--- config.mk ---
export PLATFORM = sky130hd
export DESIGN_NAME = cmd_fetch
export DESIGN_NICKNAME = d
export VERILOG_FILES = /design/src/hw/gl_isa_pkg.sv /design/src/hw/cmd_fetch.sv
export SDC_FILE = /design/constraint.sdc
export NUM_CORES = 1
export LEC_CHECK = 0
export BUFFER_PORTS_ARGS = -buffer_cell sky130_fd_sc_hd__buf_2
export CAP_MARGIN = 20
export CORE_AREA = 5 5 56 58
export CTS_CLUSTER_DIAMETER = 30
export CTS_CLUSTER_SIZE = 16
export DETAILED_ROUTE_END_ITERATION = 7
export DIE_AREA = 0 0 61 63
export PLACE_DENSITY = 0.7
export SYNTH_ARGS = -nofsm -noshare
export SYNTH_HDL_FRONTEND = slang
export SYNTH_SLANG_ARGS = --single-unit
--- constraint.sdc ---
create_clock -name clk1 -period 2.18 [get_ports clk1]
set_clock_uncertainty 0.05 [all_clocks]
set_input_delay 0.218 -clock clk1 [delete_from_list [all_inputs] [get_ports clk1]]
set_output_delay 0.218 -clock clk1 [all_outputs]
set_load 0.05 [all_outputs]
--- src/hw/gl_isa_pkg.sv ---
`default_nettype none

package gl_isa_pkg;

    localparam int CMD_W  = 32;
    localparam int MEM_AW = 8;                        // 256 command words
    localparam int BUS_AW = 9;                        // word address on the bus

    localparam int               CTRL_SEL_BIT = BUS_AW - 1; // high half is control space
    localparam logic [BUS_AW-2:0] CTRL_STATUS = '0;         // start / busy register

    ////////////////////
    // opcodes, low byte of the first word
    localparam logic [7:0] OP_NOP       = 8'h00;
    localparam logic [7:0] OP_VP_ORIGIN = 8'h01;
    localparam logic [7:0] OP_VP_SIZE   = 8'h02;
    localparam logic [7:0] OP_COLOR     = 8'h03;
    localparam logic [7:0] OP_VERTEX    = 8'h04;
    localparam logic [7:0] OP_FLUSH     = 8'h05;
    localparam logic [7:0] OP_END       = 8'hff;

    // opcode word or coordinate operand word, same 32 bits
    typedef union packed {
        struct packed {
            logic        typ;
            logic [22:0] imm;
            logic [7:0]  opcode;
        } op;
        struct packed {
            logic signed [15:0] x;
            logic signed [15:0] y;
        } coord;
    } cmd_word_t;

endpackage

`default_nettype wire

--- src/hw/cmd_fetch.sv ---
`default_nettype none

module cmd_fetch import gl_isa_pkg::*; (
    input  logic              clk1,
    input  logic              reset,
    input  logic              start,
    output logic [MEM_AW-1:0] rd_addr,
    input  logic [CMD_W-1:0]  rd_data,
    output cmd_word_t         cmd_word,
    output logic              cmd_valid,
    input  logic              cmd_take,
    output logic              done
);

    logic [MEM_AW-1:0] pc;
    logic              operand_next;                  // next word is an operand, not an opcode
    logic              last_word;

    // memory output is the word, it holds while the address holds
    assign cmd_word  = rd_data;
    assign last_word = cmd_take && !operand_next && (cmd_word.op.opcode == OP_END);

    always_comb
    begin
        if (start)
            rd_addr = '0;
        else if (cmd_take)
            rd_addr = pc + 1'b1;                      // prefetch next word
        else
            rd_addr = pc;
    end

    always_ff @(posedge clk1)
    begin
        if (reset)
        begin
            pc           <= '0;
            cmd_valid    <= 1'b0;
            operand_next <= 1'b0;
            done         <= 1'b0;
        end
        else
        begin
            done <= last_word;
            if (start)
            begin
                pc           <= '0;
                cmd_valid    <= 1'b1;
                operand_next <= 1'b0;
            end
            else if (cmd_take)
            begin
                pc <= pc + 1'b1;
                if (last_word)
                    cmd_valid <= 1'b0;                // stop on END
                operand_next <= !operand_next &&
                    (cmd_word.op.opcode inside {OP_VP_ORIGIN, OP_VP_SIZE, OP_VERTEX});
            end
        end
    end

endmodule

`default_nettype wire

# [Yosys cells after proc, flatten, opt, wreduce, memory -nomap -nowiden]
# Index checks and enable logic that the tools add are counted.
[op_classes] div=0 n_bitwise=0 n_eq_ne=4 n_mux=5 n_addsub=1 n_reduce_logical=9 multipliers=0 order_cmp=0 shifts=0
[ops] op="8-bit two-way mux" count=2
[ops] op="8-bit by 1-bit adder with 8-bit output (second input constant)" count=1
[ops] op="8-bit by 1-bit == test with 1-bit output (second input constant)" count=1
[ops] op="8-bit by 2-bit == test with 1-bit output (second input constant)" count=1
[ops] op="8-bit by 3-bit == test with 1-bit output (second input constant)" count=1
[ops] op="8-bit == test (second input constant)" count=1
[ops] op="2-bit nonzero test" count=2
[ops] op="1-bit logical AND" count=3
[ops] op="1-bit two-way mux" count=3
[ops] op="3-bit nonzero test" count=1
[ops] op="2-bit AND reduction" count=1
[ops] op="2-bit OR reduction" count=1
[ops] op="1-bit zero test" count=1
[word_totals] latchBits=0 elab_cells=23 register_bits=11 out_inout_bits=42 mem_bits_rw=0 rom_bits=0 inputBits=36 memories=0

# [Longest topological paths before layout]
[depth] depth_word=6 ltp_mapped=4 depth_no_buf=4

# [Worst setup path before layout]
# OpenSTA, ideal clock, no wires.
[synth_path] path_kind="reg-to-output" startpoint="register pc[2]" endpoint="output rd_addr[7]" slack_ns=0.097 required_ns=1.912 t_arrival_ns=1.815 n_path_buf=0 stages_incl_launch_ff=4 path_cell_list="dfxtp_1 > nand4_2 > or4_1 > a21oi_1"
[synth_between] elab_chain_cells=3
[synth_lines] item="start, declared" line_no="cmd_fetch.sv:15" source="logic [MEM_AW-1:0] pc;"
[synth_lines] item="start signal, assigned" line_no="cmd_fetch.sv:53" source="pc <= pc + 1'b1;"
[synth_lines] item="8-bit by 1-bit adder with 8-bit output" line_no="cmd_fetch.sv:28" source="rd_addr = pc + 1'b1;"
[synth_lines] item="8-bit two-way mux" line_no="cmd_fetch.sv:27" source="else if (cmd_take)"
[synth_lines] item="8-bit two-way mux"
[synth_lines] item="end, declared" line_no="cmd_fetch.sv:7" source="output logic [MEM_AW-1:0] rd_addr,"
# Every way passes these cells.

# [Final worst setup path]
# Same ends and word-level chain as after synthesis.

==> reports/metrics.cfg <==
[sta]
report.final.slew_viol_count=0
fmax_ghz=0.4882
setup-tns-final_ns=0
setup_viol=0
hold_violations=0
worstMarginPinSlew_ns=0.2659
post-route-period-util_pct=93.97
rsz0062_at_grt=no
layout_min_cycle_time_ns=2.048
timing.final.ws_setup_ns=0.1315
whs_ns=0.1417
relSlewSlack_pct=82.12

[worst_setup_path]
reg2reg_depth=3
arrival_ns=1.78
rr_endpoint=pc[7]
worst-r2r-setup-slack_ns=0.79
worstReg2RegStart=pc[2]
cp-end-kind=output port
required_ns=1.91
timing_worst_setup_path_type=register to output port
cp-start-kind=register
crit_fanout=6

[finish]
areaGrowthSynthToFinish_pct=-6.410
drive_gt1_share_pct=35.11
antennaDiodeCount=0
layout.nets=132

[run]
cap_viol_max_count=0

[clocking]
clk_path_buf_depth=2
clock-sinks=11
clock-root-buffer=clkbuf_4
clkTransAtPathRegs_ns=0.07
ctsResizeCount=0
post-cts-setup-buffers=0
cts_tree=yes
htreeDepth=1
insertion_delay_ns=0.26
numCtsBuffers=3
cts_hold_buf=0

[floorplanning]
die-area_um2=3843
start_util_pct=29.86
core_um2=2615
ioPinCount=78
die-height_um=63
dieWidth_um=61
num_rows=19

[hold_path]
hp-class=input port to register
min_delay_path_depth=2
min_to=pc[0]
hp-start=reset

[placement]
hpwl_mm=1.274
place_ws_ns=0.3933
portBuffers=29
place_congestion=0.7348

[global_route]
grt_overflow=0
grt_pass1_vias=620
grt_max_degree=14
antenna_found_initial=0
track_usage_pct=8.377
grt_pass1_wl_mm=2.532

[detailed_routing]
drcViolationCount=0
vias=619
vias_per_cell=4.952
ant_nets=0
drt_first_pass_iters=4
drt_iter0_markers=13
wire_per_inst_um=12.38
routed_wl_mm=1.548

[pwr]
p_per_area_nw_per_um2=582.6
leakage_nw=0.3238
vdd_drop_max_uv=349.6
p_total_uw=425.7

[synth]
syn_avg_cell_area_um2=8.133
synth.distinct_cells=24
synth_enable_flop_cells=0
synthesis.area_um2=780.7
seq_area_frac_synth_pct=28.21
ys_ff_latch=11
synth_top_area_share_pct=30.77
synth_flop_cell=dfxtp_1
syn_nets=133
async_flop_share_pct=0
synth.most_common_cell=buf_4
yosys_warnings=0
yosysTopAreaCell=buf_4
synthTopCellsByCount=32 x buf_4, 11 x dfxtp_1, 7 x a21oi_1, 7 x nor2_1
synth.area.top_cells=buf_4 31%, dfxtp_1 28%, a21oi_1 4.5%, xor2_1 4.5%, nor2_1 3.4%
syn_inst=96

[status]
outcome=complete, no violations

-- placed cells by master (no fill, tap or decap), types with 2 or more instances in the layout --
cell	count
clkbuf_4	3
nand2_1	4
o31ai_1	2
a21oi_1	7
or3_1	2
nor2_1	7
buf_2	29
inv_1	2
nand4_1	4
nor3_1	3
o21ai_0	4
dfxtp_1	11
xor2_1	4
or4_1	3
-- critical path: stages (launching register included) --
cell     delay (ns)
dfxtp_1        0.40
nand4_2        0.17
or4_1          0.52
a21oi_1        0.15
buf_2          0.27
-- how the worst max path moves through the flow --
| stage | startpoint | to | slack, ns | cells after the start |
|---|---|---|---|---|
| global placement | cmd_take | rd_addr[7] | 0.42 | 5 |
| floorplan | pc[2] | rd_addr[7] | 0.1 | 3 |
| finish | pc[2] | rd_addr[7] | 0.13 | 4 |
| CTS | pc[2] | rd_addr[7] | 0.11 | 4 |
| detailed placement | cmd_take | rd_addr[7] | 0.39 | 5 |
| global route | pc[2] | rd_addr[7] | 0.02 | 4 |
-- per-layer routing --
layer	track usage [%]	share of wire, %	vias to the layer above
li1	-	-	294
met1	8.922	40	288
met2	13.90	49	35
met3	4.132	11	2
met4	2.981	0.13	0
met5	0	0	-
-- registers in the layout (all words and copies together) (netlist names) --
register and flops:
cmd_valid 1, done 1, operand_next 1, pc 8
-- kinds of logic (layout without fill, tap and decap cells) --
group / count (synthesis) / count (layout) / share of synthesized area [%]
AO/OA/AOI/OAI: 14 / 14 / 10.10
flip-flops: 11 / 11 / 28.20
buffers and inverters: 37 / 35 / 34.29
multiplexers: 1 / 1 / 1.282
adder cells (fa/ha/maj): 1 / 1 / 1.602
AND/OR/NAND/NOR: 27 / 27 / 18.91
XOR/XNOR: 5 / 5 / 5.609
-- cell type report --
cell class | count | area [um2]
timing repair buffer | 29 | 145.1
tap | 31 | 38.79
clock buffer | 4 | 26.28
fill | 305 | 1884
inverter | 2 | 7.507
multi-input combinational | 48 | 292.8
sequential | 11 | 220.2
-- per-stage QoR --
stage / cells / area [um2] / util (%)
2_1_floorplan: 96 / 780.7 / -
3_5_place_dp: 121 / 704.4 / 26.94
6_report: 125 / 730.7 / 27.94
5_1_grt: 125 / 730.7 / 27.94
4_1_cts: 125 / 730.7 / 27.94
3_3_place_gp: 121 / 704.4 / 26.94
-- report_power, final --
part	internal, mW	switching (mW)	leakage, nW
Clock	0.0706	0.0628	0.0150
Sequential	0.204	0.00208	0.0891
Combinational	0.0216	0.0651	0.220
Total	0.296	0.130	0.324
Note: power is estimated with default switching activity, not from simulation.
