File: config.mk
export PLATFORM = sky130hd
export DESIGN_NAME = viewport_xform
export DESIGN_NICKNAME = d
export VERILOG_FILES = /design/src/hw/gl_geom_pkg.sv /design/src/hw/viewport_xform.sv
export SDC_FILE = /design/constraint.sdc
export NUM_CORES = 2
export LEC_CHECK = 0
export BUFFER_PORTS_ARGS = -buffer_cell sky130_fd_sc_hd__buf_2
export CAP_MARGIN = 25
export CORE_UTILIZATION = 55
export CTS_BUF_LIST = sky130_fd_sc_hd__clkbuf_2 sky130_fd_sc_hd__clkbuf_4 sky130_fd_sc_hd__clkbuf_8
export DETAILED_ROUTE_END_ITERATION = 8
export MAX_ROUTING_LAYER = met4
export PLACE_DENSITY = 0.78
export SYNTH_ARGS = -nofsm -noshare
export SYNTH_HDL_FRONTEND = slang
export SYNTH_SLANG_ARGS = --single-unit
File: constraint.sdc
create_clock -name clk1 -period 10.89 [get_ports clk1]
set_input_delay 3.267 -clock clk1 [delete_from_list [all_inputs] [get_ports clk1]]
set_output_delay 3.267 -clock clk1 [all_outputs]
set_load 0.02 [all_outputs]
File: src/hw/gl_geom_pkg.sv
`default_nettype none

package gl_geom_pkg;

    localparam int COORD_W   = 16;
    localparam int FRAC_BITS = 14;                    // normalized coords are Q1.14
    localparam int COLOR_W   = 16;                    // rgb555 in bits 14:0

    ////////////////////
    // vertex entry: color | z | screen y | screen x
    localparam int ENTRY_W = 64;

    localparam logic [ENTRY_W-1:0] FLUSH_ENTRY = '1;

    ////////////////////
    // fifo sizing
    localparam int FIFO_DEPTH = 16;
    localparam int FIFO_AW    = 4;                    // log2 of the depth

    // items that can sit in the transform between a room check and the write
    localparam int XFORM_STAGES = 2;

endpackage

`default_nettype wire

File: src/hw/viewport_xform.sv
`default_nettype none

module viewport_xform import gl_geom_pkg::*; (
    input  logic                      clk1,
    input  logic                      reset,
    input  logic                      vtx_valid,
    input  logic                      flush_req,
    input  logic signed [COORD_W-1:0] vtx_x,
    input  logic signed [COORD_W-1:0] vtx_y,
    input  logic        [COORD_W-1:0] vtx_z,
    input  logic        [COLOR_W-1:0] vtx_color,
    input  logic signed [COORD_W-1:0] vp_x,
    input  logic signed [COORD_W-1:0] vp_y,
    input  logic signed [COORD_W-1:0] vp_hw,
    input  logic signed [COORD_W-1:0] vp_hh,
    output logic                      fifo_we,
    output logic        [ENTRY_W-1:0] fifo_din
);

    logic                        s1_valid;
    logic                        s1_flush;
    logic signed [2*COORD_W-1:0] s1_px;               // x * half width, Q.14
    logic signed [2*COORD_W-1:0] s1_py;
    logic signed [COORD_W-1:0]   s1_vpx;
    logic signed [COORD_W-1:0]   s1_vpy;
    logic signed [COORD_W-1:0]   s1_hw;
    logic signed [COORD_W-1:0]   s1_hh;
    logic        [COORD_W-1:0]   s1_z;
    logic        [COLOR_W-1:0]   s1_color;
    logic signed [2*COORD_W-1:0] sx;
    logic signed [2*COORD_W-1:0] sy;

    always_ff @(posedge clk1)
    begin
        if (reset)
        begin
            s1_valid <= 1'b0;
            s1_flush <= 1'b0;
            fifo_we  <= 1'b0;
        end
        else
        begin
            s1_valid <= vtx_valid;
            s1_flush <= flush_req;
            fifo_we  <= s1_valid || s1_flush;
        end
    end

    ////////////////////
    // stage one, multiply
    always_ff @(posedge clk1)
    begin
        s1_px    <= vtx_x * vp_hw;
        s1_py    <= vtx_y * vp_hh;
        s1_vpx   <= vp_x;                             // viewport captured per vertex
        s1_vpy   <= vp_y;
        s1_hw    <= vp_hw;
        s1_hh    <= vp_hh;
        s1_z     <= vtx_z;
        s1_color <= vtx_color;
    end

    ////////////////////
    // stage two, offset and pack
    always_comb
    begin
        sx = s1_vpx + s1_hw + (s1_px >>> FRAC_BITS);
        sy = s1_vpy + s1_hh + (s1_py >>> FRAC_BITS);
    end

    always_ff @(posedge clk1)
    begin
        fifo_din <= s1_flush ? FLUSH_ENTRY
                             : {s1_color, s1_z, sy[COORD_W-1:0], sx[COORD_W-1:0]};
    end

endmodule

`default_nettype wire

Yosys cells after proc, flatten, opt, wreduce, memory -nomap -nowiden
Cells that the tools add are included.
{"block": "classes", "reduce_logical": 1, "n_mul": 2, "n_addsub": 4}
{"operator": "adder 16 bit", "count": 4}
{"operator": "multiplier 16 x 16 -> 30 bit", "count": 2}
{"operator": "logical OR 1 bit", "count": 1}
{"block": "totals", "reg_bits": 223, "elab_cells": 19, "in_bits": 132, "out_inout_bits": 65}

Longest topological paths before layout
{"block": "depth", "depth_word": 2, "ltp_mapped": 25}

Worst setup path after synthesis
OpenSTA, ideal clock, no wires.
{"block": "synth_timing", "kind": "input port to flip-flop", "start": "in vp_hh[1]", "end": "reg s1_py[28]", "arrival_ns": 8.613, "n_path_buf": 1, "setup_time_ns": 0.072, "slack_ns": 2.205, "required_ns": 10.818, "path_stages": 21, "path_cell_list": "clkbuf_1 -> nand2_1 -> fa_1 -> fa_1 -> fa_1 -> inv_1 -> fa_1 -> fa_1 -> inv_1 -> fa_1 -> inv_1 -> ha_1 -> a211oi_1 -> o21ai_0 -> a21oi_4 -> o41ai_4 -> o31ai_4 -> o21ai_4 -> a211o_2 -> a21oi_2 -> xnor2_1"}
{"block": "synth_via", "elab_chain_cells": 1}
{"element": "start: declaration", "line_no": "viewport_xform.sv:15", "rtl": "input logic signed [COORD_W-1:0] vp_hh,"}
{"element": "multiplier 16 x 16 -> 30 bit", "line_no": "viewport_xform.sv:54", "rtl": "s1_py <= vtx_y * vp_hh;"}
{"element": "end signal: assignment", "line_no": "viewport_xform.sv:54"}
{"element": "end: declaration", "line_no": "viewport_xform.sv:23", "rtl": "logic signed [2*COORD_W-1:0] s1_py;"}
Every way passes these cells.
A chain may end at the register's enable or synchronous reset.

Final worst setup path
{"block": "layout_timing", "start": "in vp_hw[15]", "end": "reg s1_px[28]"}
{"block": "layout_via", "elab_chain_cells": 1}
{"element": "start: declaration", "line_no": "viewport_xform.sv:14", "rtl": "input logic signed [COORD_W-1:0] vp_hw,"}
{"element": "multiplier 16 x 16 -> 30 bit", "line_no": "viewport_xform.sv:53", "rtl": "s1_px <= vtx_x * vp_hw;"}
{"element": "end signal: assignment", "line_no": "viewport_xform.sv:53"}
{"element": "end: declaration", "line_no": "viewport_xform.sv:22", "rtl": "logic signed [2*COORD_W-1:0] s1_px;"}
Every way passes these cells.

==> results by group <==
Clock tree
  • Post-CTS Setup Inserts: 0
  • H-tree depth: 4
  • CTS tree: done
  • Clock Latency Late Sink: 0.50 ns
  • Cts-stage hold buffer count: 0
  • Max Buffers Root-to-Sink: 2
  • CTS Buf Count: 17
  • Total clock sinks: 195
  • Root Driver: clkbuf_8
  • Post_cts resized: 0
  • Clock-pin slew on the worst setup and hold paths: 0.11 ns

Finish
  • Ant. Diodes: 0
  • Most frequent cells in the layout: inv_1, fa_1, nand2_1, and2_1, buf_2
  • Largest Register: fifo_din
  • Area Overhead vs Synth: 7.92%
  • Share of layout cells above drive strength 1: 11.1%
  • Most common cell after layout, fill and taps aside: inv_1
  • Number of flip-flops in the largest register: 64
  • Final nets: 3,419

Critical path
  • Setup CP Type: in -> reg
  • Crit-path max FO: 11
  • CP startpoint kind: input port
  • R2r setup slk: 7.65 ns
  • Crit. End Element: flip-flop
  • Worst Setup SP: vp_hw[15]
  • Reg-to-reg startpoint: s1_px[15]
  • Critical R2R Capture: fifo_din[13]
  • Worst Path Required: 11.31 ns
  • R2R depth: 13
  • Data arrival, critical path: 9.25 ns

Logic synthesis
  • Adder-Cell Fraction of Synth Area: 52.7%
  • Post-Syn Area: 24,200 um2
  • Number of synthesized flops with an enable pin: 0
  • XOR/XNOR share of the synthesized area: 3.36%
  • Share of Yosys cell area claimed by the top area cell type: 43.4%
  • Top_reg_cell synth: dfxtp_1
  • YS warnings: 0
  • Synth async-reset ratio: 0%
  • Syn Nets: 3,273
  • Largest family of logic cells by synthesized area: adder cells
  • Mapped Cells: 2,435
  • Mux cell area share after synthesis: 0%
  • #FFs+latches synth: 195
  • Dominant cells by area after synthesis: fa_1, dfxtp_1, ha_1
  • Seq/Total Area, Yosys: 16.1%
  • Compound-Gate Fraction of Synth Area: 3.59%
  • Synth Area in Simple Gates: 14.0%
  • Synthesized area per cell: 9.96 um2
  • Yosys top cell by area: fa_1
  • Synth unique cells: 54

Placement
  • Final GP Congestion: 0.895
  • Detailed Place HPWL: 44,200 um
  • Port Buffers: 196

Outcome
  • Status: finished clean

STA
  • Slew Limit Fails: 0
  • Fmax: 113 MHz
  • Final min period: 8.83 ns
  • Setup TNS: 0 ns
  • Hold_ws: 0.420 ns
  • Slew Limit Headroom: 60.6%
  • Final Skew: 0.0228 ns
  • Slew @ Worst Pin: 0.589 ns
  • Hold Vio Cnt, Final: 0
  • Final setup viols: 0
  • Period utilization: 81.1%
  • RSZ-0062 raised after global routing: false

Die
  • Ports: 197
  • Die area: 44,900 um2
  • Core ar.: 43,300 um2
  • Die H: 212 um
  • Die X: 212 um
  • Initial Utilization: 56.0%
  • Std cell rows: 76

Global route
  • Met2 layer usage reported by global route: 43.8%
  • Met1 GRT Util: 35.0%
  • First-pass GRT wire length: 92,200 um
  • Total grt overflow: 0
  • Vias in the first global route: 18,625
  • Busiest metal layer after global routing: met2
  • Tot GR Track Use: 27.3%
  • M3 GR Usage: 4.49%
  • Largest net degree at the start of global routing: 66
  • Antenna violations before repair: 0

Hold path
  • Hold Path Class: reg -> reg
  • Hold Startpoint: s1_z[2]
  • Hold depth: 1
  • Hold Path Sink: fifo_din[34]

Routing
  • Via density: 5.17
  • Routed len/inst: 17.2 um
  • Iteration-0 DRC Markers: 1,009
  • Antenna viol nets, final: 0
  • DRC Markers: 0
  • WL final: 54,700 um
  • Vias: 16,444
  • Detailed-router iteration count before antenna repair: 5

Job
  • Max-cap viol count: 0
[metal layers]
layer,vias to the layer above,share of wire (%)
li1,7360,-
met1,8281,42
met2,675,48
met3,128,7.2
met4,0,3.5
met5,-,0
[final cells by class]
type	instances	area (um2)
multi-input combinational	1576	17900
fill	3594	17100
sequential	195	3910
inverter	594	2230
timing repair buffer	197	1010
tap	585	732
clock buffer	19	255
clock inverter	13	185
[synth_stat cells, types with 8 or more instances]
cell        n
a211oi_1    8
xor2_1     26
nor2_1     34
o21ai_0    13
xnor2_1    67
clkbuf_1   69
or2_2      39
and2_1    244
a21o_1     17
nor2b_1     8
dfxtp_1   195
nand2_1   249
inv_1     593
fa_1      526
a21oi_1    35
nand3_1    12
ha_1      180
o21bai_1    8
nand2b_1   42
[critical path: stages]
cell	delay, ns
buf_2	0.25
inv_1	0.28
nor2_1	0.23
fa_1	0.46
fa_1	0.52
fa_1	0.45
fa_1	0.42
fa_1	0.51
inv_1	0.05
fa_1	0.47
inv_1	0.04
ha_1	0.34
a21o_1	0.20
a21oi_1	0.20
a21oi_1	0.09
nand3b_1	0.22
o21ai_1	0.38
o211ai_1	0.24
a211o_1	0.33
a21oi_1	0.18
xnor2_1	0.13
[through the flow]
step | setup WS, ns | utilization (%) | instance area, um2 | std cells
floorplan | 2.20 | - | 24200 | 2435
global placement | 1.79 | 59.4 | 25700 | 3146
detailed placement | 1.62 | 59.4 | 25700 | 3146
CTS | 2.14 | 60.4 | 26100 | 3178
global route | 1.75 | 60.5 | 26200 | 3179
finish | 2.06 | 60.5 | 26200 | 3179
[kinds of logic after synthesis]
kind of cell	count (synthesis)
xor+xnor	93
flops	195
compound gates	121
simple gates	656
fa+ha+maj	706
buf+inv	664
[how the worst max path moves through the flow]
stage	endpoint	cells after the start
finish	s1_px[28]	21
global route	s1_px[28]	21
CTS	s1_px[28]	23
detailed placement	s1_px[28]	23
global placement	s1_px[28]	21
floorplan	s1_py[28]	21
Power is not shown: default switching activity piles up to over one toggle a cycle in this logic, so the estimate is an artifact.
