File: src/hw/gl_isa_pkg.sv
`default_nettype none

package gl_isa_pkg;

    localparam int CMD_W  = 32;
    localparam int MEM_AW = 8;                        // 256 command words
    localparam int BUS_AW = 9;                        // word address on the bus

    localparam int               CTRL_SEL_BIT = BUS_AW - 1; // high half is control space
    localparam logic [BUS_AW-2:0] CTRL_STATUS = '0;         // start / busy register

    ////////////////////
    // opcodes, low byte of the first word
    localparam logic [7:0] OP_NOP       = 8'h00;
    localparam logic [7:0] OP_VP_ORIGIN = 8'h01;
    localparam logic [7:0] OP_VP_SIZE   = 8'h02;
    localparam logic [7:0] OP_COLOR     = 8'h03;
    localparam logic [7:0] OP_VERTEX    = 8'h04;
    localparam logic [7:0] OP_FLUSH     = 8'h05;
    localparam logic [7:0] OP_END       = 8'hff;

    // opcode word or coordinate operand word, same 32 bits
    typedef union packed {
        struct packed {
            logic        typ;
            logic [22:0] imm;
            logic [7:0]  opcode;
        } op;
        struct packed {
            logic signed [15:0] x;
            logic signed [15:0] y;
        } coord;
    } cmd_word_t;

endpackage

`default_nettype wire

File: src/hw/gl_geom_pkg.sv
`default_nettype none

package gl_geom_pkg;

    localparam int COORD_W   = 16;
    localparam int FRAC_BITS = 14;                    // normalized coords are Q1.14
    localparam int COLOR_W   = 16;                    // rgb555 in bits 14:0

    ////////////////////
    // vertex entry: color | z | screen y | screen x
    localparam int ENTRY_W = 64;

    localparam logic [ENTRY_W-1:0] FLUSH_ENTRY = '1;

    ////////////////////
    // fifo sizing
    localparam int FIFO_DEPTH = 16;
    localparam int FIFO_AW    = 4;                    // log2 of the depth

    // items that can sit in the transform between a room check and the write
    localparam int XFORM_STAGES = 2;

endpackage

`default_nettype wire

File: src/hw/cmd_decode.sv
`default_nettype none

module cmd_decode import gl_isa_pkg::*, gl_geom_pkg::*; (
    input  logic                      clk1,
    input  logic                      reset,
    input  cmd_word_t                 cmd_word,
    input  logic                      cmd_valid,
    output logic                      cmd_take,
    input  logic                      room,
    output logic                      vtx_valid,
    output logic                      flush_req,
    output logic signed [COORD_W-1:0] vtx_x,
    output logic signed [COORD_W-1:0] vtx_y,
    output logic        [COORD_W-1:0] vtx_z,
    output logic        [COLOR_W-1:0] vtx_color,
    output logic signed [COORD_W-1:0] vp_x,
    output logic signed [COORD_W-1:0] vp_y,
    output logic signed [COORD_W-1:0] vp_hw,
    output logic signed [COORD_W-1:0] vp_hh
);

    logic       wait_operand;                         // opcode seen, operand word next
    logic [7:0] pend_op;
    logic [7:0] op;
    logic       needs_room;

    assign op = cmd_word.op.opcode;

    // only words that end up in the fifo wait on room
    always_comb
    begin
        if (wait_operand)
            needs_room = (pend_op == OP_VERTEX);
        else
            needs_room = (op == OP_VERTEX) || (op == OP_FLUSH);
    end

    assign cmd_take  = cmd_valid && (room || !needs_room);
    assign vtx_valid = cmd_take && wait_operand && (pend_op == OP_VERTEX);
    assign flush_req = cmd_take && !wait_operand && (op == OP_FLUSH);

    assign vtx_x = cmd_word.coord.x;
    assign vtx_y = cmd_word.coord.y;

    ////////////////////
    // state and render registers
    always_ff @(posedge clk1)
    begin
        if (reset)
        begin
            wait_operand <= 1'b0;
            pend_op      <= OP_NOP;
            vtx_color    <= '0;
            vp_x         <= '0;
            vp_y         <= '0;
            vp_hw        <= '0;
            vp_hh        <= '0;
        end
        else if (cmd_take)
        begin
            if (wait_operand)
            begin
                wait_operand <= 1'b0;
                case (pend_op)
                    OP_VP_ORIGIN:
                    begin
                        vp_x <= cmd_word.coord.x;
                        vp_y <= cmd_word.coord.y;
                    end
                    OP_VP_SIZE:
                    begin
                        vp_hw <= cmd_word.coord.x;    // half width
                        vp_hh <= cmd_word.coord.y;    // half height
                    end
                    default: ;                        // vertex already issued
                endcase
            end
            else
            begin
                case (op)
                    OP_VP_ORIGIN, OP_VP_SIZE, OP_VERTEX:
                    begin
                        wait_operand <= 1'b1;
                        pend_op      <= op;
                    end
                    OP_COLOR: vtx_color <= {1'b0, cmd_word.op.imm[COLOR_W-2:0]};
                    default: ;                        // nop, flush, end
                endcase
            end
        end
    end

    // depth rides in the opcode word of VERTEX
    always_ff @(posedge clk1)
    begin
        if (cmd_take && !wait_operand)
            vtx_z <= cmd_word.op.imm[COORD_W-1:0];
    end

    // a presented word stays put until it is taken
    word_held: assert property (@(posedge clk1) disable iff (reset)
        (cmd_valid && !cmd_take) |=> (cmd_valid && $stable(cmd_word)));

endmodule

`default_nettype wire

File: config.mk
export PLATFORM = sky130hd
export DESIGN_NAME = cmd_decode
export DESIGN_NICKNAME = d
export VERILOG_FILES = /design/src/hw/gl_isa_pkg.sv /design/src/hw/gl_geom_pkg.sv /design/src/hw/cmd_decode.sv
export SDC_FILE = /design/constraint.sdc
export NUM_CORES = 1
export LEC_CHECK = 0
export BUFFER_PORTS_ARGS = -buffer_cell sky130_fd_sc_hd__buf_2
export CAP_MARGIN = 5
export CORE_ASPECT_RATIO = 0.8
export CORE_UTILIZATION = 52
export DETAILED_ROUTE_END_ITERATION = 12
export PLACE_DENSITY = 0.85
export SLEW_MARGIN = 10
export SYNTH_ARGS = -nofsm -noshare
export SYNTH_HDL_FRONTEND = slang
export SYNTH_SLANG_ARGS = --single-unit
File: constraint.sdc
create_clock -name clk1 -period 4.7 [get_ports clk1]
set_input_delay 0.235 -clock clk1 [delete_from_list [all_inputs] [get_ports clk1]]
set_output_delay 0.235 -clock clk1 [all_outputs]
set_load 0.05 [all_outputs]
# Word-level counts from Yosys, hierarchy flattened
# Index checks and enable logic that the tools add are counted.
[totals]
regBits = 104
input_bits = 36
[op_classes]
n_mux = 3
bitwise_logic = 1
n_reduce_logical = 14
eq_ne = 8
[op_table]
columns = ["operator", "n"]
rows = [
  ["equality test 8 x 2 -> 1 bit (second input constant)", 3],
  ["equality test 8 x 3 -> 1 bit (second input constant)", 3],
  ["equality test 8 x 1 -> 1 bit (second input constant)", 2],
  ["AND reduction 3 bit", 4],
  ["logical AND 1 bit", 5],
  ["2-to-1 mux 1 bit", 3],
  ["OR reduction 3 bit", 1],
  ["logical NOT 1 bit", 2],
  ["logical OR 1 bit", 2],
  ["NOT 1 bit", 1],
]

# Longest topological paths before layout
[logic_depth]
ltp_word = 8
ltp_mapped = 6

# Worst setup path before layout
# OpenSTA, ideal clock, no wires.
[synth_timing]
kind = "register to register"
from = "register wait_operand"
to = "register vtx_z[0], enable pin"
required_time_ps = 4287
arrival_ps = 1930
path_slack_ps = 2357
stages_incl_launch_ff = 5
cell_sequence = "dfxtp_1 and2b_1 nand3_1 a21oi_1 nor3b_1"
[synth_between]
elab_chain_len = 5
word_cells_on_any_way = 6
cone_classes = "1 x mux; 5 x reduce/logical"
[synth_lines]
columns = ["element", "line_no", "source"]
rows = [
  ["from (decl)", "cmd_decode.sv:22", "logic wait_operand;"],
  ["from (signal assigned)", "cmd_decode.sv:51", "wait_operand <= 1'b0;"],
  ["from (signal assigned)", "cmd_decode.sv:63", "wait_operand <= 1'b0;"],
  ["from (signal assigned)", "cmd_decode.sv:83", "wait_operand <= 1'b1;"],
  ["2-to-1 mux 1 bit", "cmd_decode.sv:32", "if (wait_operand)"],
  ["logical NOT 1 bit", "cmd_decode.sv:38", "assign cmd_take = cmd_valid && (room || !needs_room);"],
  ["logical OR 1 bit", "cmd_decode.sv:38", ""],
  ["logical AND 1 bit", "cmd_decode.sv:38", ""],
  ["logical AND 1 bit *", "cmd_decode.sv:96", "if (cmd_take && !wait_operand)"],
  ["to (signal assigned)", "cmd_decode.sv:97", "vtx_z <= cmd_word.op.imm[COORD_W-1:0];"],
  ["to (decl)", "cmd_decode.sv:14", "output logic [COORD_W-1:0] vtx_z,"],
]
# Mark *: on every way between the ends. The rest lies on a longest branch, timed or not.
# A chain may end at the register's enable or synchronous reset.

# Worst setup path after layout
[layout_timing]
from = "register pend_op[3]"
to = "register vp_hw[7]"
[layout_between]
elab_chain_len = 6
word_cells_on_any_way = 7
cone_classes = "2 x eq/ne; 1 x mux; 4 x reduce/logical"
[layout_lines]
columns = ["element", "line_no", "source"]
rows = [
  ["from (decl)", "cmd_decode.sv:23", "logic [7:0] pend_op;"],
  ["from (signal assigned)", "cmd_decode.sv:84", "pend_op <= op;"],
  ["equality test 8 x 3 -> 1 bit", "cmd_decode.sv:33", "needs_room = (pend_op == OP_VERTEX);"],
  ["2-to-1 mux 1 bit", "cmd_decode.sv:32", ""],
  ["logical NOT 1 bit", "cmd_decode.sv:38", ""],
  ["logical OR 1 bit", "cmd_decode.sv:38", ""],
  ["logical AND 1 bit", "cmd_decode.sv:38", ""],
  ["AND reduction 3 bit (no source line) *", "n/a", ""],
  ["to (signal assigned)", "cmd_decode.sv:72", "vp_hw <= cmd_word.coord.x;"],
  ["to (decl)", "cmd_decode.sv:18", "output logic signed [COORD_W-1:0] vp_hw,"],
]
# Marks and branches as above.

==> qor.yml <==
cts:
  post_cts_buffers: 0
  clkSlewWorstSetupHoldPaths_ns: 0.10
  ctsHoldBuffers: 0
  htreeDepth: 3
  cts-resized-gates: 0
  clkSinkCount: 104
  clk_latency_ns: 0.36
  root_buffer: "clkbuf_8"
  clk_path_buf_depth: 2
  cts_buffers: 9
  cts_tree: "yes"
timing:
  slew_violations: 0
  finalClockSkew_ns: 0.0111
  rsz0062_at_grt: "no"
  maxSlewHeadroom: 0.187
  finalCriticalPeriod_ns: 2.23
  tns_ns: 0
  hold_violations: 0
  max_clock_freq_mhz: 448
  finalSetupViolations: 0
  period_share: 0.475
  worst_slew_pin_slew_ns: 1.22
die:
  die_x_um: 103
  die_h_um: 82.8
  core-area_um2: 7910
  core.rowCount: 29
  pin_count: 167
  die_area_um2: 8530
  start_util: 0.536
logic_synthesis:
  netlist_area_um2: 4240
  avgSynthCellArea_um2: 9.89
  ys_ff_latch: 104
  synth-edff-count: 16
  synthTopCellsByArea: "dfxtp_1, a21oi_2, edfxtp_1"
  synth_common_cells: "nand2_1, dfxtp_1, a21oi_2"
  synth_top_area_frac: 0.415
  synthCells: 429
  synth.distinct_cells: 33
  syn_nets: 465
  ys_seq_area_frac: 0.528
  synth_warnings: 0
  synth_area_leader_cell: "dfxtp_1"
  async_flop_share: 0
  ys.flop_type: "dfxtp_1"
  yosysMostFrequentCell: "nand2_1"
place:
  globalplace.congestion: 0.766
  dp_cells: 648
  place_area_um2: 4840
  dp_hpwl_mm: 6.74
  portBuffers: 165
critical_path:
  crit_type: "flop to flop"
  setup.worst_path.start_class: "flop"
  cp_cell_sequence: "nor4_4 > and4_1 > nand2_1 > a21oi_2"
  crit_family: "simple AND/OR/NAND/NOR gates"
  critPathMaxStageDelay_ns: 1.08
  cp_slowest_cell: "and4_1"
  crit_buf_inv: 0
  path_max_fanout: 32
  worstPathRequired_ns: 4.99
  cp.arrival_ns: 2.52
  endpoint_kind: "flop"
detailed_routing:
  remaining_drc_errors: 0
  drt-total-wl_mm: 9.80
  vias: 3335
  drtIter0Drc: 142
  avgViaCountPerCell: 5.02
  routedWlPerCell_um: 14.8
  drt_first_pass_iters: 4
  ant_nets: 0
global_route:
  grt_max_degree: 44
  antenna_found_initial: 0
  grt_first_pass_wirelength_mm: 14.6
  grt_overflow_total: 0
  first_global_vias: 2894
  grt_usage: 0.228
power_and_ir_drop:
  finalPower_w: 0.00166
  clkPwrFrac: 0.348
  seqPwrFrac: 0.551
  combPwrFrac: 0.101
  p_int_w: 0.00120
  swShare: 0.275
  cellLeakagePower_nw: 2.21
  powerDensity_nw_per_um2: 328
  ir_worst_vdd_v: 0.000207
  switchingPower_w: 0.000455
cells_and_area:
  drive_above_1_share: 0.455
  fin_nets: 587
  finalInstanceArea_um2: 5050
  fin_cells: 664
  areaGrowthSynthToFinish_pct: 19.1
  antennaDiodeCount: 0
flow_run:
  maxCapViolCount: 0
status:
  outcome: "finished, final reports clean"
hold_path:
  min_path_type: "primary input to flop"
stage by stage:
step	hold slack (ns)	setup slack [ns]	util
detailed placement	0.443	2.51	0.612
global placement	0.437	2.63	0.612
global route	0.0971	2.24	0.639
CTS	0.0826	2.47	0.639
finish	0.102	2.47	0.639
floorplan	0.334	2.36	-
power by group through the flow:
stage | clock network [W] | logic [W] | registers, W
2_1_floorplan | 0 | 0.000105 | 0.000962
6_report | 0.000576 | 0.000168 | 0.000913
3_5_place_dp | 0 | 0.000167 | 0.000934
3_3_place_gp | 0 | 0.000166 | 0.000933
5_1_grt | 0.000625 | 0.000176 | 0.000914
4_1_cts | 0.000586 | 0.000167 | 0.000913
per-layer routing:
metal  wire [um]  vias to the layer above  part of all wire  track usage
met4          43                        0            0.0044       0.0563
met3         654                        6             0.067       0.0611
met1        4450                     1574              0.45        0.292
met5           0                        -                 0            0
li1            -                     1622                 -            -
met2        4650                      133              0.47        0.384
path summary, 6_finish.rpt:
kind,cells after the start,start,slack (ns),to
worst min register to register,2,vp_y[3]$_SDFFE_PP0P_,0.45,vp_y[3]$_SDFFE_PP0P_
worst min-delay path,1,cmd_word[23],0.10,vtx_z[15]$_DFFE_PP_
worst max register to register,4,pend_op[3]$_SDFFE_PP0P_,2.47,vp_hw[7]$_SDFFE_PP0P_
worst max-delay path,4,pend_op[3]$_SDFFE_PP0P_,2.47,vp_hw[7]$_SDFFE_PP0P_
cell type report:
cell class              instances  area (um2)
multi-input cells             266        1600
clock inverters                 7        86.3
clock buffers                   9         124
flip-flops and latches        104        2240
well taps                     108         135
repair buffers                170         866
fillers                       704        2860
sequential cells by signal, indices dropped and copies added (netlist names):
signal,flops
vp_hh,16
wait_operand,1
vp_hw,16
vtx_z,16
pend_op,8
vp_x,16
vtx_color,15
vp_y,16
kinds of logic (layout without fill, tap and decap cells):
| family | after synthesis | after routing | share of synthesized area |
|---|---|---|---|
| buffers and inverters | 59 | 186 | 0.0958 |
| other | 1 | 1 | 0.000884 |
| muxes | 15 | 15 | 0.0354 |
| AOI/OAI and AO/OA | 71 | 71 | 0.143 |
| and+or+nand+nor | 179 | 179 | 0.196 |
| DFF | 104 | 104 | 0.528 |
cells in the final DEF (no fill, tap or decap):
cell	n
clkinv_2	1
clkinv_8	1
buf_4	6
inv_6	3
bufinv_16	1
and3_1	2
and3b_1	2
and2_1	6
nand4b_1	2
clkbuf_8	9
nor3b_2	1
edfxtp_1	16
a31oi_1	1
nor3b_1	5
clkinv_4	1
nand2b_1	1
and4_1	3
nand4_1	2
a22o_1	2
mux2i_1	15
nand2_2	1
nand2_1	128
a22oi_1	1
nand3_1	1
a21oi_2	60
conb_1	1
o2111ai_1	1
buf_2	164
nand4_4	1
or3_4	1
and2b_1	1
nor2_1	18
nor4bb_1	1
a21oi_1	5
nor2b_1	1
dfxtp_1	88
nor4_4	2
a21oi_4	1
No activity file was read; power rests on OpenSTA's default activity.
