<file path="src/hw/gl_isa_pkg.sv">
`default_nettype none

package gl_isa_pkg;

    localparam int CMD_W  = 32;
    localparam int MEM_AW = 8;                        // 256 command words
    localparam int BUS_AW = 9;                        // word address on the bus

    localparam int               CTRL_SEL_BIT = BUS_AW - 1; // high half is control space
    localparam logic [BUS_AW-2:0] CTRL_STATUS = '0;         // start / busy register

    ////////////////////
    // opcodes, low byte of the first word
    localparam logic [7:0] OP_NOP       = 8'h00;
    localparam logic [7:0] OP_VP_ORIGIN = 8'h01;
    localparam logic [7:0] OP_VP_SIZE   = 8'h02;
    localparam logic [7:0] OP_COLOR     = 8'h03;
    localparam logic [7:0] OP_VERTEX    = 8'h04;
    localparam logic [7:0] OP_FLUSH     = 8'h05;
    localparam logic [7:0] OP_END       = 8'hff;

    // opcode word or coordinate operand word, same 32 bits
    typedef union packed {
        struct packed {
            logic        typ;
            logic [22:0] imm;
            logic [7:0]  opcode;
        } op;
        struct packed {
            logic signed [15:0] x;
            logic signed [15:0] y;
        } coord;
    } cmd_word_t;

endpackage

`default_nettype wire

</file>
<file path="src/hw/wb_host_port.sv">
`default_nettype none

module wb_host_port import gl_isa_pkg::*; (
    input  logic              clk1,
    input  logic              reset,
    input  logic              cyc,
    input  logic              stb,
    input  logic              we,
    input  logic [BUS_AW-1:0] adr,
    input  logic [CMD_W-1:0]  dat_w,
    output logic [CMD_W-1:0]  dat_r,
    output logic              ack,
    output logic              mem_we,
    output logic [MEM_AW-1:0] mem_addr,
    output logic [CMD_W-1:0]  mem_data,
    output logic              start,
    input  logic              done,
    output logic              busy
);

    logic req;                                        // new cycle, not yet acked
    logic ctrl_hit;
    logic start_hit;

    assign req       = cyc && stb && !ack;
    assign ctrl_hit  = adr[CTRL_SEL_BIT] && (adr[BUS_AW-2:0] == CTRL_STATUS);
    assign start_hit = req && we && ctrl_hit && dat_w[0] && !busy;

    // memory writes go straight through in the request cycle
    assign mem_we   = req && we && !adr[CTRL_SEL_BIT];
    assign mem_addr = adr[MEM_AW-1:0];
    assign mem_data = dat_w;

    always_ff @(posedge clk1)
    begin
        if (reset)
        begin
            ack   <= 1'b0;
            start <= 1'b0;
            busy  <= 1'b0;
        end
        else
        begin
            ack   <= req;
            start <= start_hit;
            if (start_hit)
                busy <= 1'b1;
            else if (done)
                busy <= 1'b0;
        end
    end

    // only status reads back, memory region reads as zero
    always_ff @(posedge clk1)
    begin
        if (req)
            dat_r <= ctrl_hit ? {{(CMD_W-1){1'b0}}, busy} : '0;
    end

    ack_needs_stb: assert property (@(posedge clk1) disable iff (reset) ack |-> stb);

endmodule

`default_nettype wire

</file>
<file path="config.mk">
export PLATFORM = sky130hd
export DESIGN_NAME = wb_host_port
export DESIGN_NICKNAME = d
export VERILOG_FILES = /design/src/hw/gl_isa_pkg.sv /design/src/hw/wb_host_port.sv
export SDC_FILE = /design/constraint.sdc
export NUM_CORES = 1
export LEC_CHECK = 0
export ABC_CLOCK_PERIOD_IN_PS = 1100
export BUFFER_PORTS_ARGS = -buffer_cell sky130_fd_sc_hd__buf_2
export CORE_MARGIN = 8
export CORE_UTILIZATION = 25
export CTS_CLUSTER_DIAMETER = 60
export DETAILED_ROUTE_END_ITERATION = 8
export GPL_TIMING_DRIVEN = 0
export MAX_ROUTING_LAYER = met4
export PLACE_DENSITY = 0.78
export SYNTH_ARGS = -nofsm -noshare
export SYNTH_HDL_FRONTEND = slang
export SYNTH_SLANG_ARGS = --single-unit
</file>
<file path="constraint.sdc">
create_clock -name clk1 -period 1.1 [get_ports clk1]
set_clock_uncertainty 0.15 [all_clocks]
set_input_delay 0.22 -clock clk1 [delete_from_list [all_inputs] [get_ports clk1]]
set_output_delay 0.22 -clock clk1 [all_outputs]
set_load 0.02 [all_outputs]
</file>
=== Yosys cells after proc, flatten, opt, wreduce, memory -nomap -nowiden ===
Cells that the tools add are included.

* Word-level logic and storage cells: 20
* Output and inout port bits: 76
* Flip-flop bits (word level): 35

* Reduce and logical (&&, ||, !) cells: 13
* Multiplexer cells: 2

{| class="wikitable"
|+ Operators with widths
! operator !! number
|-
| 1-bit logical AND || 8
|-
| 8-bit logical NOT || 1
|-
| 1-bit logical NOT || 3
|-
| 1-bit 2-to-1 mux || 2
|-
| 2-bit nonzero test || 1
|}

=== Longest topological paths before layout ===
Gate-level depths: netlist of run 1.

* Depth in word-level cells: 7
* Depth in mapped cells: 3
* Depth with buffers taken out: 3

=== Worst setup path before layout of run 1 ===
OpenSTA, ideal clock, no wires.

* Path kind: register -> output
* From: reg ack
* To: out mem_we
* Required time: 0.730 ns
* Data arrival time: 0.934 ns
* Setup slack: -0.204 ns
* Stages on the path, launching flop included: 3
* Path through: dfxtp_1 > nand4b_1 > nor2_1

* Longest elaborated chain between the ends: 4

{| class="wikitable"
|+ Ends and longest elaborated chain
! what !! RTL line !! RTL
|-
| start, declared || wb_host_port.sv:12 || <nowiki>output logic ack,</nowiki>
|-
| start signal, assigned || wb_host_port.sv:44 || <nowiki>ack <= req;</nowiki>
|-
| 1-bit logical NOT || wb_host_port.sv:25 || <nowiki>assign req = cyc && stb && !ack;</nowiki>
|-
| 1-bit logical AND || wb_host_port.sv:25 ||
|-
| 1-bit logical AND (2 in series) || wb_host_port.sv:30 || <nowiki>assign mem_we = req && we && !adr[CTRL_SEL_BIT];</nowiki>
|-
| end, declared || wb_host_port.sv:13 || <nowiki>output logic mem_we,</nowiki>
|}

Every way passes these cells.

=== Worst setup path after layout of run 1 ===
Ends and elaborated chain as after synthesis.

==> out/results.txt, run 1 <==
The flow ran to the end, but the final reports show violations. The final reports fail on setup timing. Combinational cells account for 60.3% of the total power.

The number of instances on the worst hold path is 2. Tracing the worst setup path back leads to its startpoint at ack. In this run the vertical extent of the chip is 69.7 um. Counting cells, the worst reg-to-reg path comes to 3. The worst setup slack after layout came out at -317 ps. The synthesized design devotes to its leading area cell type 74.0% of total area.

The die is 69.7 um wide. The fill cell total of the finished layout is 266. The longest individual stage delay on the worst path was 310 ps. TritonCTS built the clock tree. Startpoint of the lowest-slack register-to-register path: ack.

123 I/O pins were placed. Entering global routing, the biggest net connects 5 pins. At the later pin of the worst-skew pair, clock insertion delay measures 230 ps. The multi-input combinational cells in the finished layout cover a total of 229 sq um.

The post-detailed-placement half-perimeter wirelength came out at 2160 um. The startpoint class of the critical path was a flop. The largest individual stage delay along the critical path comes from the cell dfxtp_2.

The tools report the category of the worst setup path capture point as an output port. The number of global-route vias before repair came out at 756. In the routed design, unresolved DRC markers number 0.

Once layout is done, the placed cells without fillers occupy 1260 sq um. The clock drives 4 sinks. The initial core utilization came out at 26.1%. The power density over the cells was 698 nW/um^2. After the last flow step, the layout net total stands at 235. Setup violations remaining at the end of the flow were counted as 5. The register clock-pin slew on the reported worst setup and hold paths was 40 ps. The run gives 0 as the count of warnings emitted by yosys. Setup repair after global routing could not meet its margin everywhere. Number of synthesized flops with an enable pin: 1.

Counting flops with an async set or reset pin after synthesis yields a share of 0%. For the number of max-cap violations, the log shows 0. The switching power of the nets was 0.000347 W.

The total wire length is 2340 um, and the count of cell instances traversed by the critical path is 3. For the worst-case hold slack, the log shows 11.5 ps. The maximum clock path buffer count is 2. Walking the worst path, the cells encountered are nand4b_1 -> nor2_4 -> buf_6. TritonCTS created 3 clock buffers.

The sequential cells in the finished layout cover a total of 95.1 sq um. For this run, the leading register cell type out of synthesis is dfxtp_1. The tools report the final count of hold timing violations as 0. The tools report the worst supply voltage drop on vdd as 552 uV.

The sequential share of power came out at 17.3%. The path category of the worst min-delay check was in -> reg. The first global-routing pass estimated 3380 um of wire. For the finished layout, the period the worst path requires is 1420 ps. The core region is 2760 sq um. The number of buffers and inverters on the critical path was 1; the number of antenna repair diodes was 0. Required time of the critical path: 730 ps.

In this run the most critical hold path is launched from reset. The die covers 4860 sq um. The worst slack after detailed placement came out at -209 ps. The category of cells accounting for the largest share of critical-path delay is simple AND/OR/NAND/NOR gates. For the max-slew violation count, the log shows 0. The most common cell in the netlist was buf_4.

The tools report the number of antenna violations at the first check in global routing as 0. The H-tree depth was 1. The synthesized area divided by synthesized cell count came out at 7.92 sq um.

The tree is rooted in a clkbuf_4. Summing every instance area after synthesis gives 721 sq um. The ratio of cells with drive above 1 in the final layout came out at 75.9%. Global routing used 8.36% of the available tracks. Once detail routing completed, the nets flagged for antenna violations numbered 0. Sorting the synthesized cells by area gives the leading types as buf_4, dfxtp_1, edfxtp_1. The leftover overflow at the end of global routing came out at 0.

The setup check on the worst reg-to-reg path leaves a slack of -110 ps. STA puts the critical path data arrival time at 1050 ps. The gate count of the mapped netlist was 91; the count of vias placed by the detailed router was 739. The run gives 0.000533 W as the internal power. Along the worst path, the maximum fanout reaches 2. The first detailed-routing pass took 2 iterations. The post-synthesis to final-layout area growth is 74.8%, and the count of input and output buffers is 60. The net switching share of the total power was 39.4%; the clock power share was 22.3%.

For this design the static power due to leakage is 0.793 nW. Counting flops and latches in the post-synthesis netlist gives 4. The commonest cells after synthesis are buf_4, nor2_1, dfxtp_1. The tools report the sequential element share of the synthesized area as 12.5%. The critical path is of the reg -> out type. After synthesis, the netlist uses 15 different library cells. The floorplan has 19 rows. In the routed layout, each cell is associated on average with a via count of 3.39. The run gives 1 as the first-iteration detailed-routing DRC count. Summed over all instances, the cell type with the most area after synthesis is buf_4. The post-detailed-placement cell area was 1180 sq um; the average wire length per cell after detail routing was 10.7 um. The tools report the global placer's final weighted congestion as 0.677. The achievable clock frequency was 706 MHz; the period utilization was 129%.
[cells by family after synthesis]
logic type             after synthesis  synth area share, %
buffers and inverters               72                 74.5
flip-flops                           4                 12.5
AND/OR/NAND/NOR                     13                 10.2
AO/OA/AOI/OAI                        1                 2.26
other                                1                0.520
[through the flow]
stage	utilization (%)	total power, W	TNS, ps	instances
2_1_floorplan	-	0.000563	-164	121
3_3_place_gp	42.9	0.000670	-688	212
3_5_place_dp	42.9	0.000674	-675	212
4_1_cts	44.9	0.000885	-688	218
5_1_grt	45.7	0.000930	-866	218
6_report	45.7	0.000880	-552	218
[cell type report]
| class | count | share of cell area [%] |
|---|---|---|
| buffer | 71 | 42.3 |
| clock buffer | 4 | 2.09 |
| inverter | 1 | 0.298 |
| multi-input combinational | 45 | 18.2 |
| sequential | 4 | 7.55 |
| tap | 31 | 3.08 |
| timing repair buffer | 62 | 26.5 |
[path summary, 6_finish.rpt]
path	end
worst max-delay path	mem_we
worst min-delay path	ack
worst max register to register	busy
worst min register to register	start
[timing repair]
action                                  4_1_cts  5_1_grt
setup buffers                                 2        0
hold buffers                                  0        0
pin swaps                                     2        1
endpoints found under the setup margin        6        6
gates resized for setup                       5        4
[layout by cell type, fill, tap and decap left out, drive strengths merged]
cell type and count:
conb 31, inv 1, nor3 1, nand2 1, clkbuf 4, nand2b 1, nor4 2, or3 1
nor2 5, nand4 1, edfxtp 1, nand4b 1, dfxtp 3, buf 133, o41ai 1
[registers in the layout (all words and copies together) (netlist names)]
register / flops
busy: 1
ack: 1
dat_r: 1
start: 1
[power by group through the flow]
| stage | registers (W) | logic (W) | clock network [W] |
|---|---|---|---|
| 2_1_floorplan | 0.000161 | 0.000401 | 0 |
| 4_1_cts | 0.000155 | 0.000525 | 0.000205 |
| 3_5_place_dp | 0.000158 | 0.000516 | 0 |
| 6_report | 0.000153 | 0.000531 | 0.000197 |
| 3_3_place_gp | 0.000158 | 0.000512 | 0 |
| 5_1_grt | 0.000152 | 0.000562 | 0.000215 |
[per-layer routing]
layer | up-vias | wire length (um) | GRT usage [%]
li1 | 377 | - | -
met1 | 290 | 781 | 6.60
met2 | 70 | 1220 | 15.7
met4 | 0 | 25 | 3.35
met5 | - | 0 | -
met3 | 2 | 311 | 4.43
[worst register-to-register path: stages, from the launching register on]
cell      delay, ps
dfxtp_2         310
nand4b_1        250
buf_4           220
o41ai_2         170
No activity file was read; power rests on OpenSTA's default activity.
==> inputs of run 2 (changes only) <==
--- a/config.mk
+++ b/config.mk
@@ -7,6 +7,7 @@
 export LEC_CHECK = 0
 export ABC_CLOCK_PERIOD_IN_PS = 1100
 export BUFFER_PORTS_ARGS = -buffer_cell sky130_fd_sc_hd__buf_2
+export CORE_ASPECT_RATIO = 1.25
 export CORE_MARGIN = 8
 export CORE_UTILIZATION = 25
 export CTS_CLUSTER_DIAMETER = 60
==> run 2 against run 1 <==
The run still ends with setup timing left. Largest cell class unchanged. Highest routed layer unchanged. Critical path type unchanged. Final cell count rose by 3.7%. Non-clock buffer count up 3. Clock-buffer cell count unchanged.
==> out/results.txt, run 2 (synthesized netlist as in run 1, its figures left out) <==
The run finished, with violations left. The checks that failed: setup timing. The required time of the critical path came out at 730 ps. Timing would allow up to 695 MHz.

Entering global routing, the biggest net connects 5 pins. For the core area, the log shows 2840 sq um. The die covers 4870 sq um. The final count of hold timing violations was 0; the first-pass GRT wire length was 3530 um. Global routing used 9.23% of the available tracks across all layers.

The tree is rooted in a clkbuf_4. The worst setup path is captured at an output port. The ratio of cells with drive above 1 in the final layout works out to 76.8%.

The run gives 1310 sq um as the final design instance area without fill. The run gives 0 as the number of antenna violations at the first check in global routing. The post-synthesis to final-layout area growth was 82.1%; the data arrival time at the worst-slack endpoint was 1070 ps. The congestion estimate from routability-driven global placement came to 0.737.

In this run the worst path has a maximum fanout of 2. The number of clock buffers added by TritonCTS is 3. The detailed router placed 769 vias in this run. Counting along the longest clock path gives a buffer depth of 2. For this run, design rule violations remaining after detail routing come to 0. The tightest hold path in the finished design has a slack of 14.8 ps.

The number of global-route vias before repair is 845. The filler cells instantiated in the layout total 282. The first-pass iteration count of the detailed router is 2, and the count of input and output buffers is 60. The total wire length came out at 2420 um.

The run gives 0 as the max-slew violation count. After clock tree synthesis, the flow added hold-fix buffers numbering 0. The number of antenna repair diodes is 0, and the post-layout net count is 238. The tools report the worst setup slack after layout as -338 ps. For this run, the share of the core covered by cells in the final layout is 46.3%. The tools report the number of primary I/O pins as 123. Leaving out fill and tap cells, the most frequent cell in the layout is buf_4. The leftover overflow at the end of global routing is 0, and the shortest period the worst path allows is 1440 ps. After the first detailed-routing iteration, the DRC count stood at 22.

Counting every sink on the clock net gives 4. Summed over all failing endpoints, the final setup total negative slack is -752 ps. The worst setup path is launched from a flop.

Setup repair after global routing could not meet its margin everywhere. Using the TritonRoute via totals, the vias-per-cell ratio works out to 3.40. The average wire length per cell after detail routing is 10.7 um. In this run the power density over the cells is 684 nW/um^2.

TritonCTS built the clock tree. The total power was 0.000898 W. Clock-pin slew was measured on the worst setup and hold paths at 40 ps. The standby leakage power was 0.832 nW. The die is 76.0 um tall. Type of the worst setup path: reg -> out. Leaving out fill and tap cells, the most frequent cells in the layout are buf_4, buf_2, conb_1. Setup-violating endpoint count in the final report: 5. Period utilization: 131%.

The run gives 1 as the H-tree depth. The die is 64.0 um wide. The detail route stage leaves a number of antenna-violating nets equal to 0. The worst supply voltage drop on vdd was 306 uV; the initial core utilization was 25.4%. The clock reaches the later pin of the worst-skew pair after 240 ps. The tool flagged a number of max-cap violations equal to 0.

The tools report the post-detailed-placement half-perimeter wirelength as 2250 um. The worst hold path belongs to the class in -> reg. The floorplan has 22 rows. The post-detailed-placement cell area is 1190 sq um.
-- run 2: changes by cell type in the layout (fill, tap and decap cells not counted), sizes merged --
cell | previous run | this run
buf | 133 | 136
-- run 2: power by group --
part | switching [W] | total (W) | internal, W
clock | 0.0000669 | 0.000203 | 0.000137
combinational | 0.000290 | 0.000541 | 0.000252
sequential | 0.00000140 | 0.000153 | 0.000152
total | 0.000358 | 0.000898 | 0.000540
-- run 2: cell type report --
class                   count  area, sq um  share of cell area (%)
inverters                   1         3.75                   0.286
well taps                  36         45.0                    3.43
multi-input cells          45          243                    18.5
plain buffers              71          533                    40.6
clock buffers               4         26.3                    2.00
flip-flops and latches      4         95.1                    7.24
repair buffers             65          367                    27.9
-- run 2: final timing paths --
kind | start | endpoint | slack [ps] | depth (start not counted)
min reg2reg | busy | start | 300 | 1
min | reset | ack | 10 | 2
max reg2reg | ack | busy | -130 | 3
max | ack | mem_we | -340 | 3
-- run 2: routing by layer --
metal / track usage, % / wire (um)
met5: - / 0
met4: 4.03 / 23
met3: 6.91 / 384
met2: 14.5 / 1140
met1: 8.10 / 868
-- run 2: what timing repair did --
action,4_1_cts,5_1_grt
pin swaps,3,0
endpoints found under the hold margin,0,0
buffers inserted,3,2
setup endpoints to repair,6,6
gates resized for setup,6,8
-- run 2: per-stage QoR --
step	cells	setup WS, ps
2_1_floorplan	121	-104
3_3_place_gp	217	-225
3_5_place_dp	217	-247
4_1_cts	224	-363
5_1_grt	226	-388
6_report	226	-338
-- run 2: critical path, cell delays in order, from the launching register on --
cell,delay [ps]
dfxtp_2,310
nand4b_1,260
nor2_4,130
buf_6,120
